`src/design/cache_pkg.sv`:
```
package cache_pkg;

    // line geometry shared by both caches and the memory port
    localparam int addr_w   = 32;
    localparam int word_w   = 32;
    localparam int offset_w = 5;
    localparam int index_w  = 3;
    localparam int tag_w    = addr_w - index_w - offset_w;
    localparam int line_w   = 8 * (2 ** offset_w);
    localparam int num_sets = 2 ** index_w;

    typedef enum logic {
        op_read,
        op_write
    } cpu_op_e;

    typedef enum logic [1:0] {
        mem_idle,
        mem_read,
        mem_write
    } mem_op_e;

    typedef enum logic [1:0] {
        st_idle,
        st_writeback,
        st_allocate,
        st_respond
    } cache_state_e;

    typedef enum logic [1:0] {
        arb_idle,
        arb_icache,
        arb_dcache
    } arb_state_e;

    // valid is a single-cycle strobe, only legal while ready is high
    typedef struct packed {
        logic                    valid;
        cpu_op_e                 op;
        logic [addr_w-1:0]       address;
        logic [word_w/8-1:0]     byte_enable;
        logic [word_w-1:0]       wdata;
    } cpu_req_t;

    typedef struct packed {
        logic                    resp;
        logic [word_w-1:0]       rdata;
    } cpu_resp_t;

    // held steady until pmem_resp
    typedef struct packed {
        mem_op_e                 op;
        logic [addr_w-1:0]       address;
        logic [line_w-1:0]       wdata;
    } mem_req_t;

endpackage
```
`src/design/line_arbiter.sv`:
```
module line_arbiter (
    input  logic                            clk,
    input  logic                            rst_n,
    input  cache_pkg::mem_req_t             icache_req,
    input  cache_pkg::mem_req_t             dcache_req,
    output logic                            icache_resp,
    output logic                            dcache_resp,
    output logic [cache_pkg::line_w-1:0]    line_rdata,
    output cache_pkg::mem_req_t             pmem_req,
    input  logic                            pmem_resp,
    input  logic [cache_pkg::line_w-1:0]    pmem_rdata
);

    cache_pkg::arb_state_e owner;

    logic icache_pending;
    logic dcache_pending;

    assign icache_pending = (icache_req.op != cache_pkg::mem_idle);
    assign dcache_pending = (dcache_req.op != cache_pkg::mem_idle);

    // grant held for a whole transaction, one idle cycle between grants
    always_ff @(posedge clk) begin
        if (!rst_n) begin
            owner <= cache_pkg::arb_idle;
        end else begin
            case (owner)
                cache_pkg::arb_idle: begin
                    // data side first
                    if (dcache_pending) begin
                        owner <= cache_pkg::arb_dcache;
                    end else if (icache_pending) begin
                        owner <= cache_pkg::arb_icache;
                    end
                end
                cache_pkg::arb_icache,
                cache_pkg::arb_dcache: begin
                    if (pmem_resp) begin
                        owner <= cache_pkg::arb_idle;
                    end
                end
                default: begin
                    owner <= cache_pkg::arb_idle;
                end
            endcase
        end
    end

    // request path is a plain mux on the owner
    always_comb begin
        pmem_req    = dcache_req;
        pmem_req.op = cache_pkg::mem_idle;
        case (owner)
            cache_pkg::arb_icache: begin
                pmem_req = icache_req;
            end
            cache_pkg::arb_dcache: begin
                pmem_req = dcache_req;
            end
            default: begin
                pmem_req.op = cache_pkg::mem_idle;
            end
        endcase
    end

    assign icache_resp = pmem_resp && (owner == cache_pkg::arb_icache);
    assign dcache_resp = pmem_resp && (owner == cache_pkg::arb_dcache);

    // only the owner samples it
    assign line_rdata = pmem_rdata;

endmodule

```
`config.mk`:
```
export PLATFORM = sky130hd
export DESIGN_NAME = line_arbiter
export DESIGN_NICKNAME = d
export VERILOG_FILES = /design/src/design/cache_pkg.sv /design/src/design/line_arbiter.sv
export SDC_FILE = /design/constraint.sdc
export NUM_CORES = 1
export LEC_CHECK = 0
export BUFFER_PORTS_ARGS = -buffer_cell sky130_fd_sc_hd__buf_4
export CORE_AREA = 3 3 544 546
export CTS_BUF_LIST = sky130_fd_sc_hd__clkbuf_4
export DETAILED_ROUTE_END_ITERATION = 16
export DIE_AREA = 0 0 547 549
export RECOVER_POWER = 100
export SLEW_MARGIN = 10
export SYNTH_ARGS = -nofsm -noshare
export SYNTH_HDL_FRONTEND = slang
export SYNTH_SLANG_ARGS = --single-unit
```
`constraint.sdc`:
```
create_clock -name clk -period 1.6 [get_ports clk]
set_input_delay 0 -clock clk [delete_from_list [all_inputs] [get_ports clk]]
set_output_delay 0 -clock clk [all_outputs]
set_load 0.005 [all_outputs]
```
==> results_dict.tcl <==
set metrics [dict create \
    status "complete, but fails checks" \
    violations "negative setup slack" \
    synth_top_area_share 0.4666 \
    drc_errors 0 \
    ys_top_cells_by_area "mux2_4 (47%), buf_4 (30%), mux2_2 (15%)" \
    fmax_mhz 525.0 \
    ys.flop_type "dfxtp_1" \
    cts_tree "done" \
    grt_pass1_wl_mm 221.6 \
    drive_above_1_share 0.9889 \
    track_usage 0.1284 \
    wl_mm 205.0 \
    clock_latency_ns 0.22 \
    maxCapViolCount 0 \
    area_growth_pct 182.0 \
    slew_headroom 0.8275 \
    io_pins 1387 \
    path_clk_slew_ns 0.03 \
    cts_buffers 3 \
    place_congestion 1.082 \
    cp-end-kind "primary output" \
    first_pass_iters 5 \
    setup_viol 288 \
    start_kind "flop" \
    die_area_um2 300300 \
    syn_nets 1444 \
    crit_type "flop to primary output" \
    cp.required_ns 1.60 \
    yosysTopAreaCell "mux2_4" \
    cp.arrival_ns 1.90 \
    drv_slew 0 \
    vias 8953 \
    largest_reg_flops 2 \
    top_register "owner" \
    p_sw_mw 3.496 \
    power_mw 7.625 \
    die_y_um 549 \
    clkSinkCount 2 \
    whs_ns 0.000001863 \
    io_buffers 874 \
    avgSynthCellArea_um2 10.71 \
    ir_worst_vdd_mv 0.1608 \
    pwr-share-clk 0.014 \
    skew_ns 0.001575 \
    async_flop_share 0 \
    dp.final_hpwl_mm 198.0 \
    core_area_um2 291100 \
    netlist_area_um2 6436 \
    synth.distinct_cells 19 \
    layout.nets 2107 \
    row_count 198 \
    antenna_found_initial 192 \
    ys_seq_elements 2 \
    start_util 0.02211 \
    synth_warnings 0 \
    cts_root_buf "clkbuf_4" \
    crit_path_max_fanout 6 \
    seq_area_frac_synth 0.006221 \
    synthCells 601 \
    clockBufferDepth 2 \
    synth_edf_count 0 \
    rsz0062_at_grt "yes" \
    grt_max_degree 30 \
    p_per_area_nw_per_um2 420.0 \
    ant_nets 0 \
    via_per_inst 1.728 \
    worst_pin_slew_ns 0.2588 \
    top_regs "owner: 2 flops" \
    timing.final.ws_setup_ns -0.3048 \
    hold_violations 0 \
    combPwrFrac 0.977 \
    seqPwrFrac 0.009 \
    fin_crit_sh 1.190 \
    cts_hold_buf 0 \
    grt_pass1_vias 8378 \
    hp-class "input port to primary output" \
    switching_share 0.4585 \
    post_drt_wl_per_cell_um 39.57 \
    grt_overflow 0 \
    die_w_um 547 \
    period_needed_ns 1.905 \
    p_leak_nw 7.102 \
    drt_iter0_drc 531 \
    h-tree-depth 1 \
    internal-power_mw 4.129 \
]
[synth_stat cells, drive strengths merged, types with 2 or more instances]
library cell and count:
and2 2, nor2b 3, dfxtp 2, inv 3
a22oi 2, nor2 2, ha 4, buf 288
mux2 288
[path summary, 6_finish.rpt]
kind	start	to	slack (ns)	cells past startpoint
setup / recovery	owner[1]	pmem_req[199]	-0.30	7
hold / removal	pmem_rdata[184]	line_rdata[184]	0.000002	0
setup reg to reg	owner[1]	owner[1]	0.10	6
hold reg to reg	owner[1]	owner[1]	0.64	3
[through the flow]
step           utilization  setup TNS (ns)  worst slack (ns)  instances  cell area [um^2]
6_report           0.06236          -54.32           -0.3048       5180             18150
5_1_grt            0.06226          -77.39           -0.3506       5168             18120
2_1_floorplan            -               0            0.1797        601              6436
3_3_place_gp       0.05530          -13.39           -0.3007       5134             16100
4_1_cts            0.05790          -67.90           -0.3302       5152             16850
3_5_place_dp       0.05530          -10.70           -0.2806       5134             16100
[worst max-delay path, stage by stage (launching register included)]
cell and delay [ns]:
dfxtp_2 0.31, inv_2 0.06, ha_4 0.23, buf_12 0.19, buf_12 0.17, buf_8 0.13
mux2_4 0.37, buf_6 0.14
[area by class of cell]
class	instances	area, um^2
diodes	18	45.04
flip-flops and latches	2	42.54
fillers	34200	272900
well taps	3900	4880
inverters	3	13.76
multi-input cells	308	4417
repair buffers	946	8732
clock buffers	3	22.52
[cells by family (layout without fill, tap and decap cells)]
family | count (synthesis) | count (layout) | synth area share
buffers and inverters | 291 | 952 | 0.3505
AND/OR/NAND/NOR | 11 | 11 | 0.01011
AO/OA/AOI/OAI | 5 | 5 | 0.004858
flip-flops | 2 | 2 | 0.006221
adder cells (fa/ha/maj) | 4 | 4 | 0.007776
multiplexers | 288 | 288 | 0.6205
other | 0 | 18 | 0
[layout by cell type (no fill, tap or decap), types with 2 or more instances in the layout]
cell type,synthesis,layout
buf_8,0,27
diode_2,0,18
clkbuf_16,0,9
buf_6,26,225
dfxtp_2,0,2
nor2_1,2,2
buf_12,0,23
and2_1,2,2
mux2_2,88,29
clkbuf_4,0,4
buf_4,256,653
buf_16,0,7
mux2_4,200,259
ha_4,0,3
[routing by layer]
layer | track usage | share of wire | vias up
met5 | 0 | 0.0027 | -
met4 | 0.03529 | 0.041 | 78
met3 | 0.1217 | 0.22 | 522
met2 | 0.1698 | 0.37 | 1165
met1 | 0.1440 | 0.37 | 4010
li1 | - | - | 3178
[power groups by stage]
stage	combinational, mW	clock, mW	sequential (mW)
global route	7.75	0.123	0.0676
global placement	6.41	0	0.0657
finish	7.45	0.110	0.0667
detailed placement	6.41	0	0.0649
CTS	6.87	0.119	0.0670
floorplan	2.36	0	0.0640
[timing repair]
item	4_1_cts	5_1_grt
gates resized for setup	129	282
endpoints found under the setup margin	291	292
endpoints found under the hold margin	0	0
cloned	4	11
pin swaps	0	4
buffers inserted	11	10
(Power assumes the default switching activity.)
