--- src/design/cache_pkg.sv ---
package cache_pkg;

    // line geometry shared by both caches and the memory port
    localparam int addr_w   = 32;
    localparam int word_w   = 32;
    localparam int offset_w = 5;
    localparam int index_w  = 3;
    localparam int tag_w    = addr_w - index_w - offset_w;
    localparam int line_w   = 8 * (2 ** offset_w);
    localparam int num_sets = 2 ** index_w;

    typedef enum logic {
        op_read,
        op_write
    } cpu_op_e;

    typedef enum logic [1:0] {
        mem_idle,
        mem_read,
        mem_write
    } mem_op_e;

    typedef enum logic [1:0] {
        st_idle,
        st_writeback,
        st_allocate,
        st_respond
    } cache_state_e;

    typedef enum logic [1:0] {
        arb_idle,
        arb_icache,
        arb_dcache
    } arb_state_e;

    // valid is a single-cycle strobe, only legal while ready is high
    typedef struct packed {
        logic                    valid;
        cpu_op_e                 op;
        logic [addr_w-1:0]       address;
        logic [word_w/8-1:0]     byte_enable;
        logic [word_w-1:0]       wdata;
    } cpu_req_t;

    typedef struct packed {
        logic                    resp;
        logic [word_w-1:0]       rdata;
    } cpu_resp_t;

    // held steady until pmem_resp
    typedef struct packed {
        mem_op_e                 op;
        logic [addr_w-1:0]       address;
        logic [line_w-1:0]       wdata;
    } mem_req_t;

endpackage
--- src/design/l1_cache.sv ---
module l1_cache (
    input  logic                            clk,
    input  logic                            rst_n,
    input  cache_pkg::cpu_req_t             cpu_req,
    output cache_pkg::cpu_resp_t            cpu_resp,
    output logic                            ready,
    output cache_pkg::mem_req_t             mem_req,
    input  logic                            mem_resp,
    input  logic [cache_pkg::line_w-1:0]    mem_rdata
);

    cache_pkg::cache_state_e state;
    cache_pkg::cache_state_e state_next;

    // per-set bookkeeping
    logic [cache_pkg::num_sets-1:0] valid_q;
    logic [cache_pkg::num_sets-1:0] dirty_q;
    logic [cache_pkg::tag_w-1:0]    tags [cache_pkg::num_sets];
    logic [cache_pkg::line_w-1:0]   lines [cache_pkg::num_sets];

    // request held for the whole transaction
    cache_pkg::cpu_req_t req_q;

    logic [cache_pkg::index_w-1:0]  in_idx;
    logic [cache_pkg::tag_w-1:0]    in_tag;
    logic                           in_hit;
    logic                           in_dirty_victim;

    logic [cache_pkg::index_w-1:0]  req_idx;
    logic [cache_pkg::tag_w-1:0]    req_tag;
    logic [cache_pkg::offset_w-3:0] word_sel;
    logic [cache_pkg::line_w-1:0]   merged_line;
    logic                           store_done;
    logic                           fill_done;

    // incoming address fields, used for the tag compare at accept time
    assign in_idx = cpu_req.address[cache_pkg::offset_w +: cache_pkg::index_w];
    assign in_tag = cpu_req.address[cache_pkg::addr_w-1 -: cache_pkg::tag_w];

    assign in_hit          = valid_q[in_idx] && (tags[in_idx] == in_tag);
    assign in_dirty_victim = valid_q[in_idx] && dirty_q[in_idx] && (tags[in_idx] != in_tag);

    // latched address fields
    assign req_idx  = req_q.address[cache_pkg::offset_w +: cache_pkg::index_w];
    assign req_tag  = req_q.address[cache_pkg::addr_w-1 -: cache_pkg::tag_w];
    assign word_sel = req_q.address[cache_pkg::offset_w-1:2];

    assign store_done = (state == cache_pkg::st_respond) && (req_q.op == cache_pkg::op_write);
    assign fill_done  = (state == cache_pkg::st_allocate) && mem_resp;

    always_comb begin
        state_next = state;
        case (state)
            cache_pkg::st_idle: begin
                if (cpu_req.valid) begin
                    if (in_hit) begin
                        state_next = cache_pkg::st_respond;
                    end else if (in_dirty_victim) begin
                        state_next = cache_pkg::st_writeback;
                    end else begin
                        state_next = cache_pkg::st_allocate;
                    end
                end
            end
            cache_pkg::st_writeback: begin
                if (mem_resp) begin
                    state_next = cache_pkg::st_allocate;
                end
            end
            cache_pkg::st_allocate: begin
                if (mem_resp) begin
                    state_next = cache_pkg::st_respond;
                end
            end
            cache_pkg::st_respond: begin
                state_next = cache_pkg::st_idle;
            end
            default: begin
                state_next = cache_pkg::st_idle;
            end
        endcase
    end

    always_ff @(posedge clk) begin
        if (!rst_n) begin
            state   <= cache_pkg::st_idle;
            valid_q <= '0;
            dirty_q <= '0;
        end else begin
            state <= state_next;
            if (fill_done) begin
                valid_q[req_idx] <= 1'b1;
                dirty_q[req_idx] <= 1'b0;
            end
            if (store_done) begin
                dirty_q[req_idx] <= 1'b1;
            end
        end
    end

    always_ff @(posedge clk) begin
        if (state == cache_pkg::st_idle && cpu_req.valid) begin
            req_q <= cpu_req;
        end
    end

    // line and tag storage, refill first then store merge on the respond cycle
    always_ff @(posedge clk) begin
        if (fill_done) begin
            lines[req_idx] <= mem_rdata;
            tags[req_idx]  <= req_tag;
        end else if (store_done) begin
            lines[req_idx] <= merged_line;
        end
    end

    // byte merge of the store word into the resident line
    always_comb begin
        merged_line = lines[req_idx];
        for (int b = 0; b < cache_pkg::word_w / 8; b++) begin
            if (req_q.byte_enable[b]) begin
                merged_line[word_sel*cache_pkg::word_w + b*8 +: 8] = req_q.wdata[b*8 +: 8];
            end
        end
    end

    // writeback uses the victim tag, allocate uses the requested one
    always_comb begin
        mem_req.op      = cache_pkg::mem_idle;
        mem_req.address = {req_tag, req_idx, {cache_pkg::offset_w{1'b0}}};
        mem_req.wdata   = lines[req_idx];
        case (state)
            cache_pkg::st_writeback: begin
                mem_req.op      = cache_pkg::mem_write;
                mem_req.address = {tags[req_idx], req_idx, {cache_pkg::offset_w{1'b0}}};
            end
            cache_pkg::st_allocate: begin
                mem_req.op = cache_pkg::mem_read;
            end
            default: begin
                mem_req.op = cache_pkg::mem_idle;
            end
        endcase
    end

    assign ready          = (state == cache_pkg::st_idle);
    assign cpu_resp.resp  = (state == cache_pkg::st_respond);
    assign cpu_resp.rdata = lines[req_idx][word_sel*cache_pkg::word_w +: cache_pkg::word_w];

endmodule

--- config.mk ---
export PLATFORM = sky130hd
export DESIGN_NAME = l1_cache
export DESIGN_NICKNAME = d
export VERILOG_FILES = /design/src/design/cache_pkg.sv /design/src/design/l1_cache.sv
export SDC_FILE = /design/constraint.sdc
export NUM_CORES = 2
export LEC_CHECK = 0
export BUFFER_PORTS_ARGS = -buffer_cell sky130_fd_sc_hd__buf_4
export CAP_MARGIN = 20
export CORE_MARGIN = 2
export CORE_UTILIZATION = 55
export CTS_CLUSTER_SIZE = 10
export DETAILED_ROUTE_END_ITERATION = 10
export PLACE_DENSITY = 0.76
export SYNTH_ARGS = -nofsm -noshare
export SYNTH_HDL_FRONTEND = slang
export SYNTH_SLANG_ARGS = --single-unit
export TNS_END_PERCENT = 50
--- constraint.sdc ---
create_clock -name clk -period 22 [get_ports clk]
set_input_delay 3.3 -clock clk [delete_from_list [all_inputs] [get_ports clk]]
set_output_delay 3.3 -clock clk [all_outputs]
set_load 0.01 [all_outputs]
==> impl_results.md <==
- Iter 0 DRT Violations: 7783
- Vias per cell: 6.74
- EDFF count, synth: 2307
- Max-Cap Viols: 0
- Commonest non-fill, non-tap cell in the layout: edfxtp_1
- Number of global-route vias before repair: between 50000 and 60000
- Final Hold Fails: 0
- Area grow syn2layout: 15.8%
- Setup Total Neg Slack: 0 ns
- Dominant cell type by area after synthesis: edfxtp_1
- Leakage: 37.7 nW
- P_int: around 9.3 mW
- Die width: 423 um
- CTS Hold Bufs: 0
- Synth async-reset ratio: 0
- Synth warn: 0
- CP arrival: 6.84 ns
- Cell Area, Synth: around 97000 sq um
- Grt total ovfl: 0
- Crit Path Class: flip-flop to output pin
- Syn Area/Cell: around 19 sq um
- Max-slew violation count: 0
- Power Density: 121 nW/um^2
- Sw power: 4.29 mW
- Die Span Y: 423 um
- Combinational power share: 0.300
- Post-Synthesis Cells: 4972
- Routability cong.: 0.990
- Maximum root-to-sink buffer count: 4
- Worst Tran Pin Value: 1.26 ns
- Crit path top cell by count: buf_4
- DRC viols: 0
- # resized after CTS: 0
- Worst IR Drop VDD: ~0.000092 V
- Final setup viols: 0
- Avg WL per Cell: 35.7 um
- Synth unique cells: 44
- Vias: 54800
- Status: complete, no violations
- PortBufs: 645
- Clock share of power: 0.300
- Placed Cells: about 7700
- Seq pwr share: 0.400
- Crit-path slowest cell: buf_4
- Finished Layout Cells: just over 8000
- Critical-path maximum fanout: 103
- Crit path required time: 18.70 ns
- Number of synthesized register bits: 2328
- Worst Setup Start Kind: flip-flop
- Total CTS buffers: around 290
- I/O Pins: 653
- Clock sink count: 2328
- Layout cell share with drive strength beyond 1: 0.342
- Root buffer cell: clkbuf_16
- Hold path startpoint: valid_q[5]$_SDFFE_PN0P_
- Fmax: 0.0987 GHz
- Die ar.: 179000 sq um
- Min Tclk post-route: 10.14 ns
- Critical path depth in cells: 9
- Gr usage total: 0.320
- First-pass GRT wire length: between 400 and 500 mm
- Slew HR: 0.161
- Total iterations of the first detailed-routing run: 7
- CP bufs+invs: 5
- Hold Path Class: flip-flop to flip-flop
- Hold path cells: 1
- # nets final: a little over 6000
- Critical Path Max Stage Delay: 0.87 ns
- Sw Ratio: 0.316
- Fillcell total: between 10000 and 15000
- Synth top area share: 0.717
- CTS tree: yes
- Largest net degree at the start of global routing: between 100 and 150
- Worst-path cell chain: buf_4, buf_4, buf_12, buf_4, mux4_2, mux2_2, mux4_2, mux2_2, buf_4
- H-tree Lvls: 5
- CTS clock-pin slew for the worst setup and hold paths: 0.06 ns
- Cell row count: 153
- Delay-heaviest family, CP: buffers and inverters
- Post-CTS Setup Bufs: 0
- Core area: 174000 sq um
- RSZ-0062 raised after global routing: no
- Critical Path End Type: output pin
- Seq/Total Area, Yosys: 0.721
- Drt total wl: roughly 290 mm
- DP HPWL: 185 mm
- Final worst path period share: 0.461
- Fin Clk Skew: ~0.083 ns
- Synth top area cells: edfxtp_1, mux4_2, mux2_2
- Worst-skew pair later-pin latency: about 0.94 ns
- Initial Util: 0.555
- Post-DRT Antenna Nets: 0
- Synth Flop Type: edfxtp_1
- Worst reg-to-reg path cell count: 8
- Commonest cells after routing, fill and taps aside: edfxtp_1, buf_4, mux4_2
- Initial antenna violation count: 67
==> Yosys cell counts, types with 42 or more instances <==
master / instances
a211oi_1: 42
a21o_1: 96
a21oi_1: 211
a221oi_1: 54
buf_2: 62
clkbuf_1: 207
edfxtp_1: 2307
inv_1: 76
mux2_2: 187
mux2i_1: 153
mux4_2: 676
nand2_1: 275
nor2_1: 222
o21ai_0: 160
==> power by group through the flow <==
stage	sequential, mW	combinational [mW]	clock, mW
2_1_floorplan	5.51	2.22	0
3_3_place_gp	5.49	3.94	0
3_5_place_dp	5.50	3.97	0
4_1_cts	5.42	3.99	4.11
5_1_grt	5.44	4.17	4.27
6_report	5.43	4.07	4.08
==> layout make-up <==
class	count	area, sq um	share of cell area
sequential	2328	69700	0.623
multi-input combinational	2229	25400	0.227
clock buffer	334	7570	0.0676
timing repair buffer	743	5710	0.0510
tap	2325	2910	0.0260
inverter	107	404	0.00361
clock inverter	9	153	0.00136
antenna	49	123	0.00110
==> worst paths after layout <==
kind / to / slack (ns)
hold / removal: valid_q[5]$_SDFFE_PN0P_ / 0.47
setup / recovery: cpu_resp[22] / 11.86
hold reg to reg: valid_q[5]$_SDFFE_PN0P_ / 0.47
setup reg to reg: lines[4][149]$_DFFE_PP_ / 16.10
==> cell families after synthesis <==
| logic type | Yosys count | synth area share |
|---|---|---|
| AO/OA/AOI/OAI | 619 | 0.0391 |
| XOR/XNOR | 25 | 0.00227 |
| adder cells (fa/ha/maj) | 12 | 0.00155 |
| buffers and inverters | 419 | 0.0179 |
| flip-flops | 2328 | 0.721 |
| multiplexers | 1016 | 0.195 |
| other | 1 | 0.0000388 |
| AND/OR/NAND/NOR | 552 | 0.0227 |
==> metrics by stage <==
| stage | utilization | power (mW) | area [sq um] | hold WS, ns | setup WS [ns] |
|---|---|---|---|---|---|
| floorplan | - | 7.72 | 96600 | 0.435 | 0.0207 |
| global placement | 0.597 | 9.42 | 104000 | 0.441 | 12.59 |
| detailed placement | 0.597 | 9.48 | 104000 | 0.453 | 12.55 |
| CTS | 0.641 | 13.5 | 112000 | 0.467 | 11.57 |
| global route | 0.642 | 13.9 | 112000 | 0.485 | 11.28 |
| finish | 0.643 | 13.6 | 112000 | 0.465 | 11.86 |
==> sequential cells by signal, indices dropped and copies added (netlist names), named ones only <==
| register | flops |
|---|---|
| lines | 2048 |
| tags | 192 |
| req_q | 64 |
| dirty_q | 8 |
| valid_q | 8 |
| req_idx | 3 |
| state | 2 |
==> worst reg2reg max path: stages, from the launching register on <==
cell     delay (ns)
dfxtp_4        0.72
buf_4          0.69
buf_4          0.69
buf_12         0.72
buf_4          0.93
mux4_2         0.65
mux2_2         0.40
a21oi_1        0.38
o21ai_0        0.36
==> routing by layer <==
layer,share of wire,GRT usage,vias up
li1,-,-,21700
met3,0.13,0.0951,738
met5,0.00057,0,-
met4,0.079,0.223,28
met1,0.34,0.415,28200
met2,0.46,0.469,4029
(Power assumes the default switching activity.)
